==> config.mk <==
export PLATFORM = sky130hd
export DESIGN_NAME = execute_stage
export DESIGN_NICKNAME = d
export VERILOG_FILES = /design/src/source/exec_pkg.sv /design/src/source/alu.sv /design/src/source/mult.sv /design/src/source/branch_unit.sv /design/src/source/completion_arbiter.sv /design/src/source/execute_stage.sv
export VERILOG_INCLUDE_DIRS = /design/src /design/src/source
export SDC_FILE = /design/constraint.sdc
export NUM_CORES = 2
export LEC_CHECK = 0
export BUFFER_PORTS_ARGS = -buffer_cell sky130_fd_sc_hd__buf_4
export CORE_MARGIN = 2
export CORE_UTILIZATION = 57
export CTS_BUF_LIST = sky130_fd_sc_hd__clkbuf_4 sky130_fd_sc_hd__clkbuf_8
export DETAILED_ROUTE_END_ITERATION = 7
export PLACE_DENSITY_LB_ADDON = 0.1
export SLEW_MARGIN = 20
export SYNTH_ARGS = -nofsm -noshare
export SYNTH_HDL_FRONTEND = slang
export SYNTH_SLANG_ARGS = --single-unit
==> constraint.sdc <==
create_clock -name clock -period 11.55 [get_ports clock]
set_input_delay 0.5775 -clock clock [delete_from_list [all_inputs] [get_ports clock]]
set_output_delay 0.5775 -clock clock [all_outputs]
set_load 0.03 [all_outputs]
==> src/source/exec_params.svh <==
`ifndef EXEC_PARAMS_SVH
`define EXEC_PARAMS_SVH

// Datapath widths
`define XLEN         32
`define PREG_IDX_W   6
`define BMASK_W      4

// Functional unit counts
`define NUM_FU_ALU   2
`define NUM_FU_MULT  1
`define NUM_FU_TOTAL 3

// Completion bus width and multiplier depth
`define CDB_WIDTH    2
`define MULT_STAGES  4

`endif

==> src/source/exec_pkg.sv <==
`include "exec_params.svh"

package exec_pkg;

    // Shifts take the low 5 bits of rs2
    typedef enum logic [3:0] {
        ADD,
        SUB,
        AND,
        OR,
        XOR,
        SLL,
        SRL,
        SRA,
        SLT,
        SLTU
    } alu_func_e;

    typedef enum logic [2:0] {
        BEQ,
        BNE,
        BLT,
        BGE,
        BLTU,
        BGEU
    } branch_func_e;

    typedef struct packed {
        logic                   valid;
        alu_func_e              func;
        logic [`XLEN-1:0]       rs1_value;
        logic [`XLEN-1:0]       rs2_value;
        logic [`PREG_IDX_W-1:0] dest_reg;
        logic [`BMASK_W-1:0]    b_mask;
    } alu_packet_t;

    typedef struct packed {
        logic                   valid;
        logic [`XLEN-1:0]       rs1_value;
        logic [`XLEN-1:0]       rs2_value;
        logic [`PREG_IDX_W-1:0] dest_reg;
        logic [`BMASK_W-1:0]    b_mask;
    } mult_packet_t;

    // b_mask_bit is the branch's own one-hot bit
    typedef struct packed {
        logic                valid;
        branch_func_e        func;
        logic [`XLEN-1:0]    rs1_value;
        logic [`XLEN-1:0]    rs2_value;
        logic [`XLEN-1:0]    pc;
        logic [`XLEN-1:0]    offset;
        logic                predicted_taken;
        logic [`XLEN-1:0]    predicted_target;
        logic [`BMASK_W-1:0] b_mask_bit;
    } branch_packet_t;

    typedef struct packed {
        logic                   valid;
        logic [`PREG_IDX_W-1:0] dest_reg;
        logic [`XLEN-1:0]       result;
    } cdb_packet_t;

    typedef struct packed {
        logic                valid;
        logic                taken;
        logic [`XLEN-1:0]    target;
        logic                mispredict;
        logic [`BMASK_W-1:0] b_mask_bit;
    } branch_resolve_t;

endpackage

==> src/source/alu.sv <==
`timescale 1ns/10ps
`include "exec_params.svh"

module alu
    import exec_pkg::*;
(
    input  logic                clock,
    input  logic                reset,
    input  alu_packet_t         issue,
    output logic                ready,
    input  logic [`BMASK_W-1:0] b_mm_resolve,
    input  logic                b_mm_mispred,
    input  logic                grant,
    output cdb_packet_t         result
);

    alu_packet_t      held;
    alu_packet_t      held_next;
    logic             killed;
    logic [`XLEN-1:0] value;

    // Held op depends on the branch mispredicting right now
    assign killed = b_mm_mispred && |(held.b_mask & b_mm_resolve);

    assign result = '{valid: held.valid && !killed, dest_reg: held.dest_reg, result: value};

    // Slot frees up when empty, killed or leaving on the CDB
    assign ready = !result.valid || grant;

    always_comb begin
        held_next = held;
        if (grant) begin
            held_next.valid = 1'b0;
        end
        if (issue.valid && ready) begin
            held_next = issue;
        end
        // Squash applies to the stored op and to a new arrival alike
        if (b_mm_mispred && |(held_next.b_mask & b_mm_resolve)) begin
            held_next.valid = 1'b0;
        end
        held_next.b_mask = held_next.b_mask & ~b_mm_resolve;
    end

    always_comb begin
        case (held.func)
            ADD:     value = held.rs1_value + held.rs2_value;
            SUB:     value = held.rs1_value - held.rs2_value;
            AND:     value = held.rs1_value & held.rs2_value;
            OR:      value = held.rs1_value | held.rs2_value;
            XOR:     value = held.rs1_value ^ held.rs2_value;
            SLL:     value = held.rs1_value << held.rs2_value[4:0];
            SRL:     value = held.rs1_value >> held.rs2_value[4:0];
            SRA:     value = $signed(held.rs1_value) >>> held.rs2_value[4:0];
            SLT:     value = {{(`XLEN-1){1'b0}}, $signed(held.rs1_value) < $signed(held.rs2_value)};
            SLTU:    value = {{(`XLEN-1){1'b0}}, held.rs1_value < held.rs2_value};
            default: value = '0;
        endcase
    end

    always_ff @(posedge clock) begin
        if (reset) begin
            held.valid <= 1'b0;
        end else begin
            held <= held_next;
        end
    end

endmodule

==> src/source/mult.sv <==
`timescale 1ns/10ps
`include "exec_params.svh"

module mult
    import exec_pkg::*;
(
    input  logic                clock,
    input  logic                reset,
    input  mult_packet_t        issue,
    output logic                free,
    input  logic [`BMASK_W-1:0] b_mm_resolve,
    input  logic                b_mm_mispred,
    input  logic                grant,
    output cdb_packet_t         result
);

    // Multiplier bits folded in per stage
    localparam int CHUNK = `XLEN / `MULT_STAGES;

    typedef struct packed {
        logic                   valid;
        logic [`XLEN-1:0]       a;
        logic [`XLEN-1:0]       b;
        logic [`XLEN-1:0]       prod;
        logic [`PREG_IDX_W-1:0] dest_reg;
        logic [`BMASK_W-1:0]    b_mask;
    } stage_t;

    stage_t stage      [`MULT_STAGES];
    stage_t stage_next [`MULT_STAGES];
    logic   killed;
    logic   stall;

    // Adds rs1 times chunk k of rs2, keeping the low XLEN bits
    function automatic stage_t add_chunk(input stage_t s, input int k);
        stage_t o;
        o = s;
        o.prod = s.prod + ((s.a * `XLEN'(s.b[k*CHUNK +: CHUNK])) << (k*CHUNK));
        return o;
    endfunction

    assign killed = b_mm_mispred &&
                    |(stage[`MULT_STAGES-1].b_mask & b_mm_resolve);

    assign result = '{valid:    stage[`MULT_STAGES-1].valid && !killed,
                      dest_reg: stage[`MULT_STAGES-1].dest_reg,
                      result:   stage[`MULT_STAGES-1].prod};

    // Whole pipe holds while the finished product waits for the CDB
    assign stall = result.valid && !grant;
    assign free  = !stall;

    always_comb begin
        stage_t entry;
        entry.valid    = issue.valid;
        entry.a        = issue.rs1_value;
        entry.b        = issue.rs2_value;
        entry.prod     = '0;
        entry.dest_reg = issue.dest_reg;
        entry.b_mask   = issue.b_mask;

        if (stall) begin
            stage_next[0] = stage[0];
        end else begin
            stage_next[0] = add_chunk(entry, 0);
        end
        for (int k = 1; k < `MULT_STAGES; k++) begin
            if (stall) begin
                stage_next[k] = stage[k];
            end else begin
                stage_next[k] = add_chunk(stage[k-1], k);
            end
        end

        // Branch resolution reaches every stage, stalled or not
        for (int k = 0; k < `MULT_STAGES; k++) begin
            if (b_mm_mispred && |(stage_next[k].b_mask & b_mm_resolve)) begin
                stage_next[k].valid = 1'b0;
            end
            stage_next[k].b_mask = stage_next[k].b_mask & ~b_mm_resolve;
        end
    end

    always_ff @(posedge clock) begin
        if (reset) begin
            for (int k = 0; k < `MULT_STAGES; k++) begin
                stage[k].valid <= 1'b0;
            end
        end else begin
            stage <= stage_next;
        end
    end

endmodule

==> src/source/branch_unit.sv <==
`timescale 1ns/10ps
`include "exec_params.svh"

module branch_unit
    import exec_pkg::*;
(
    input  logic            clock,
    input  logic            reset,
    input  branch_packet_t  issue,
    output branch_resolve_t resolve
);

    branch_resolve_t  resolve_next;
    logic             taken;
    logic             mispredict;
    logic [`XLEN-1:0] target;

    always_comb begin
        case (issue.func)
            BEQ:     taken = issue.rs1_value == issue.rs2_value;
            BNE:     taken = issue.rs1_value != issue.rs2_value;
            BLT:     taken = $signed(issue.rs1_value) < $signed(issue.rs2_value);
            BGE:     taken = $signed(issue.rs1_value) >= $signed(issue.rs2_value);
            BLTU:    taken = issue.rs1_value < issue.rs2_value;
            BGEU:    taken = issue.rs1_value >= issue.rs2_value;
            default: taken = 1'b0;
        endcase
    end

    // Fall-through is the next sequential instruction
    assign target = taken ? issue.pc + issue.offset : issue.pc + `XLEN'(4);

    // Wrong direction, or taken to the wrong place
    assign mispredict = issue.valid &&
                        ((taken != issue.predicted_taken) ||
                         (taken && (target != issue.predicted_target)));

    assign resolve_next = '{valid:      issue.valid,
                            taken:      taken,
                            target:     target,
                            mispredict: mispredict,
                            b_mask_bit: issue.b_mask_bit};

    always_ff @(posedge clock) begin
        if (reset) begin
            resolve.valid <= 1'b0;
        end else begin
            resolve <= resolve_next;
        end
    end

endmodule

==> src/source/completion_arbiter.sv <==
`timescale 1ns/10ps
`include "exec_params.svh"

module completion_arbiter
    import exec_pkg::*;
(
    input  logic                                clock,
    input  logic                                reset,
    input  cdb_packet_t [`NUM_FU_TOTAL-1:0]     fu_results,
    output logic        [`NUM_FU_TOTAL-1:0]     grants,
    output cdb_packet_t [`CDB_WIDTH-1:0]        cdb
);

    cdb_packet_t [`CDB_WIDTH-1:0] cdb_next;

    // Index 0 has highest priority; valid sources fill CDB slots in order
    always_comb begin
        int slot;
        slot     = 0;
        grants   = '0;
        cdb_next = '0;
        for (int j = 0; j < `NUM_FU_TOTAL; j++) begin
            if (fu_results[j].valid && (slot < `CDB_WIDTH)) begin
                grants[j]      = 1'b1;
                cdb_next[slot] = fu_results[j];
                slot++;
            end
        end
    end

    always_ff @(posedge clock) begin
        if (reset) begin
            for (int i = 0; i < `CDB_WIDTH; i++) begin
                cdb[i].valid <= 1'b0;
            end
        end else begin
            cdb <= cdb_next;
        end
    end

endmodule

==> src/source/execute_stage.sv <==
`timescale 1ns/10ps
`include "exec_params.svh"

module execute_stage
    import exec_pkg::*;
(
    input  logic                               clock,
    input  logic                               reset,
    input  alu_packet_t [`NUM_FU_ALU-1:0]      alu_issue,
    output logic        [`NUM_FU_ALU-1:0]      alu_ready,
    input  mult_packet_t                       mult_issue,
    output logic                               mult_free,
    input  branch_packet_t                     branch_issue,
    input  logic        [`BMASK_W-1:0]         b_mm_resolve,
    input  logic                               b_mm_mispred,
    output cdb_packet_t [`CDB_WIDTH-1:0]       cdb,
    output branch_resolve_t                    branch_resolve
);

    // Multiplier sits at index 0 so it wins arbitration, ALUs follow
    cdb_packet_t [`NUM_FU_TOTAL-1:0] fu_results;
    logic        [`NUM_FU_TOTAL-1:0] grants;

    mult u_mult (
        .clock        (clock),
        .reset        (reset),
        .issue        (mult_issue),
        .free         (mult_free),
        .b_mm_resolve (b_mm_resolve),
        .b_mm_mispred (b_mm_mispred),
        .grant        (grants[0]),
        .result       (fu_results[0])
    );

    for (genvar i = 0; i < `NUM_FU_ALU; i++) begin : g_alu
        alu u_alu (
            .clock        (clock),
            .reset        (reset),
            .issue        (alu_issue[i]),
            .ready        (alu_ready[i]),
            .b_mm_resolve (b_mm_resolve),
            .b_mm_mispred (b_mm_mispred),
            .grant        (grants[`NUM_FU_MULT+i]),
            .result       (fu_results[`NUM_FU_MULT+i])
        );
    end

    branch_unit u_branch (
        .clock   (clock),
        .reset   (reset),
        .issue   (branch_issue),
        .resolve (branch_resolve)
    );

    completion_arbiter u_arbiter (
        .clock      (clock),
        .reset      (reset),
        .fu_results (fu_results),
        .grants     (grants),
        .cdb        (cdb)
    );

endmodule

* Word level (Yosys, flattened, before mapping)
Index checks and enable logic that the tools add are counted.
W data, S select, Z words.
** Word-level totals
- Register bits after elaboration :: 639
- Output and inout port bits :: 120
** Cells by class
- $add $sub $neg :: 10
- $mul :: 4
- $lt $le $gt $ge :: 14
- Eq/ne operators :: 27
- Shift operators :: 6
- Muxes and demuxes :: 26
- Bitwise logic cells :: 24
- Reduce and logical (&&, ||, !) cells :: 54
** Operator list (count)
- $pmux W32 S10 :: 2
- $add A32 B32 Y32 :: 6
- $lt A32 B32 Y1 :: 6
- $mux W79 :: 2
- $bwmux W78 :: 2
- $mux W78 :: 2
- $mux W39 :: 3
- $demux W39 S1 :: 2
- $and A32 B32 Y32 :: 2
- $ge A32 B32 Y1 :: 2
- $lt A32 B3 Y1 const B :: 2
- $mux W32 :: 2
- $ne A32 B32 Y1 :: 2
- $or A32 B32 Y32 :: 2
- $shl A32 B5 Y32 :: 2
- $shr A32 B5 Y32 :: 2
- $sshr A32 B5 Y32 :: 2
- $sub A32 B32 Y32 :: 2
- $xor A32 B32 Y32 :: 2
- $and A4 B4 Y4 :: 15
- $reduce_or A4 Y1 :: 9
- $add A32 B3 Y32 const B :: 1
- $eq A32 B32 Y1 :: 1
- $eq A4 B3 Y1 const B :: 8
- other kinds (28) :: 84

* Longest topological paths before layout
- Depth in word-level cells :: 19
- Gate-level depth with buffers :: 31
- Depth with buffers taken out :: 30

* Modules after synthesis
Synthesis repeated with hierarchy kept, for this count alone.
** Second synthesis, totals
- Cells, all modules :: 5833
- Area total of the unflattened synthesis :: 56578.0 um^2
** By module, submodules not included
- mult :: times used 1, cells each 2279, area each 24970.2 um^2, seq. area each 8007.7 um^2
- alu :: times used 2, cells each 1298, area each 11001.8 um^2, seq. area each 2362.3 um^2
- branch_unit :: times used 1, cells each 597, area each 5157.4 um^2, seq. area each 1161.1 um^2
- completion_arbiter :: times used 1, cells each 361, area each 4446.8 um^2, seq. area each 2322.2 um^2

* Worst setup path after synthesis
Ideal clock, no wire load.
- Path kind :: input -> register
- Start :: in reset
- End :: reg g_alu[1].u_alu.held[10] (netlist bit), enable pin
- Arrival :: 10.753 ns
- Required time :: 11.109 ns
- Slack :: 0.356 ns
- Cell stages on the path :: 3
- Buffers on the path :: 1
- Path through :: clkbuf_1 -> inv_1 -> and3_1
** Between the ends
- Longest elaborated chain between the ends :: 2
** Ends and longest elaborated chain
- start: declaration :: line execute_stage.sv:8 : input logic reset,
- $not A1 Y1 (no source line)
- $reduce_and A2 Y1 (no source line)
- end signal: assignment :: line alu.sv:65 : held <= held_next;
- end: declaration :: line alu.sv:17 : alu_packet_t held;
No other way between the ends.
A chain may end at the register's enable or synchronous reset.

* Worst setup path in the final report
- Start :: reg u_mult.stage[373] (netlist bit)
- End :: reg u_mult.stage[254] (netlist bit), data pin
** Between the ends
- Longest elaborated chain between the ends :: 2
** Ends and longest elaborated chain
- start: declaration :: line mult.sv:29 : stage_t stage [`MULT_STAGES];
- start signal: assignment :: line mult.sv:90 : stage <= stage_next;
- $mul A32 B8 Y24 :: line mult.sv:38 : o.prod = s.prod + ((s.a * `XLEN'(s.b[k*CHUNK +: CHUNK])) << (k*CHUNK));
- $add A32 B32 Y32 :: line mult.sv:38
No other way between the ends.

==> flow_metrics.py <==
metrics = {
    "synthesis": {
        "synth_most_common_cell": "inv_1",
        "synth_mux_area_frac": 0.0580,
        "synth_top_area_cell": "edfxtp_1",
        "synth_xor_area_frac": 0.0420,
        "syn_inst": 5695,
        "syn_avg_cell_area_um2": 9.48,
        "yosys-top-cells-area": "edfxtp_1 30%, fa_1 13%, ha_1 9.7%",
        "synth-compound-area-share": 0.162,
        "synth.distinct_cells": 102,
        "yosysSeqAreaShare": 0.300,
        "ys_top_cells_by_count": "546 x inv_1, 534 x edfxtp_1, 523 x nand2_1, 485 x nor2_1, 419 x ha_1",
        "ys.flop_type": "edfxtp_1",
        "synth_top_area_frac": 0.297,
        "netlist_area_um2": 54000,
        "synth_edf_count": 534,
        "ys_warn_count": 0,
        "ys_ff_latch": 543,
        "ys_async_sr_fraction": 0,
        "synth_top_family_by_area": "adder cells",
        "yosys.area_share.simple": 0.154,
        "synth_fa_ha_area_frac": 0.225,
    },
    "clocking": {
        "cts_sinks": 543,
        "root_buffer": "clkbuf_8",
        "clockBufferDepth": 3,
        "cts_tree": "yes",
        "htreeDepth": 3,
        "insertion_delay_ps": 800,
        "clk_pin_slew_ps": 60,
        "cts_inserted_buffers": 95,
        "cts_setup_buffers": 0,
    },
    "power_and_ir_drop": {
        "combPwrFrac": 0.597,
        "max-vdd-ir-drop_mv": 0.267,
        "p_sw_mw": 5.44,
        "switching_share": 0.429,
        "intPower_mw": 7.24,
        "p_total_mw": 12.7,
        "leakage_nw": 26.8,
        "powerDensity_nw_per_um2": 201,
        "power.share.clock": 0.158,
        "pwr-share-seq": 0.244,
    },
    "finish": {
        "final_layout_size_suffix_gt1_frac": 0.142,
        "layout.nets": 7467,
        "area_delta_synth_final_pct": 16.7,
        "stdcell_area_um2": 63000,
    },
    "route": {
        "drc_errors": 0,
        "wire_per_inst_um": 24.1,
        "drtIter0Drc": 5488,
        "drt_first_pass_iters": 8,
        "ant_nets": 0,
        "vias_per_cell": 6.18,
        "totalWireLength_mm": 184,
        "via_count": 47200,
    },
    "sta": {
        "tightest_slew_ps": 1160,
        "fin_hold_ws_ps": 73.4,
        "skew_ps": 65.8,
        "relSlewSlack": 0.228,
        "grt_setup_unrepaired": "no",
        "slew_violations": 0,
        "fin_ws_ps": 4590,
        "hold_viol": 0,
        "fin_crit_ps": 6960,
        "setup-tns-final_ps": 0,
        "max_freq_ghz": 0.144,
        "period_share": 0.603,
        "finalSetupViolCount": 0,
    },
    "placement": {
        "dpl_cell_area_um2": 59000,
        "place_congestion": 1.01,
        "post-place-ws_ps": 4740,
        "port-buffer-count": 526,
        "dpl.hpwl_mm": 139,
    },
    "floorplanning": {
        "core_um2": 93600,
        "start_util": 0.577,
        "num_rows": 112,
        "dieArea_um2": 97200,
        "pin_count": 529,
        "die_w_um": 312,
        "die_h_um": 312,
    },
    "setup_path": {
        "critPathTopFamily": "adder cells",
        "crit_required_ps": 12090,
        "crit_type": "flop to flop",
        "crit_path_max_fanout": 22,
        "startpoint_type": "flop",
        "cp-end-kind": "flop",
        "crit_path_top_delay_cell": "edfxtp_1",
        "path_buf_inv": 4,
        "arrival_ps": 7500,
        "max_stage_delay_ps": 770,
    },
    "global_routing": {
        "grt-ovfl-total": 0,
        "grt_max_degree": 191,
        "grt_first_pass_wirelength_mm": 280,
        "antenna_found_initial": 14,
        "track_usage": 0.374,
        "grt_pass1_vias": 46100,
    },
    "worst_hold_path": {
        "hp-class": "input port to flop",
    },
    "job": {
        "max_cap_violations": 0,
    },
    "run_status": {
        "status": "finished, final reports clean",
    },
}
[worst paths after layout]
check | cells past startpoint | slack, ps | from | to
worst max-delay path | 26 | 4590 | u_mult.stage[373] | u_mult.stage[254]
worst min-delay path | 1 | 70 | mult_issue[64] | u_mult.stage[417]
worst max register to register | 26 | 4590 | u_mult.stage[373] | u_mult.stage[254]
worst min register to register | 0 | 370 | u_mult.stage[238] | u_mult.stage[131]
[cell families (layout without fill, tap and decap cells)]
| logic type | Yosys count | count (layout) |
|---|---|---|
| adders and majority gates | 763 | 763 |
| buffers and inverters | 826 | 1504 |
| and+or+nand+nor | 1755 | 1755 |
| other | 1 | 12 |
| DFF | 543 | 543 |
| muxes | 220 | 220 |
| xor gates and xnor gates | 256 | 256 |
| AOI/OAI and AO/OA | 1331 | 1331 |
[what timing repair did]
action | in CTS | in global routing
hold endpoints to repair | 186 | 0
hold buffers | 186 | 0
resized for setup | 0 | 0
[stage by stage]
| stage | util | instances |
|---|---|---|
| floorplan | - | 5696 |
| CTS | 0.672 | 7628 |
| finish | 0.673 | 7638 |
| global route | 0.673 | 7635 |
| global placement | 0.630 | 7266 |
| detailed placement | 0.630 | 7266 |
[power by group through the flow]
stage | registers, mW | logic [mW] | clock network [mW]
after floorplan | 3.09 | 5.58 | 0
after global placement | 3.12 | 7.25 | 0
after detailed placement | 3.13 | 7.42 | 0
after CTS | 3.09 | 7.52 | 2.04
after global routing | 3.12 | 8.41 | 2.13
final | 3.10 | 7.58 | 2.01
[sequential cells by signal, indices dropped and copies added, names as in the netlist]
name,cells
u_mult.stage,230
u_arbiter.cdb,78
g_alu.u_alu.held,146
u_mult.result,38
u_branch.resolve,39
g_alu.u_alu.result,12
[layer usage]
layer / GRT usage / part of all wire
met1: 0.503 / 0.40
met5: 0 / 0.00048
met2: 0.583 / 0.45
met3: 0.0825 / 0.097
met4: 0.160 / 0.046
[cells in the final DEF, fill, tap and decap left out, types with 44 or more instances in the layout]
cell	count
buf_4	589
inv_1	545
edfxtp_1	534
nand2_1	523
nor2_1	482
ha_1	419
a21oi_1	364
fa_1	344
and2_1	300
o21ai_0	282
dlygate4sd3_1	186
xnor2_1	174
mux2i_1	135
nor3_1	102
clkbuf_8	97
nand3_1	83
xor2_1	80
mux4_2	73
a21o_1	67
a211oi_1	60
o211ai_1	57
o21bai_1	54
a221oi_1	54
o22ai_1	52
nor2b_1	44
[final cells by class]
type	count	area [um2]
clock buffer	124	1540
tap	1254	1570
timing repair buffer	776	6300
inverter	552	2080
antenna	10	25.0
fill	7523	30600
sequential	543	16200
multi-input combinational	4327	34700
clock inverter	52	557
Power figures use the tool's default switching activity.
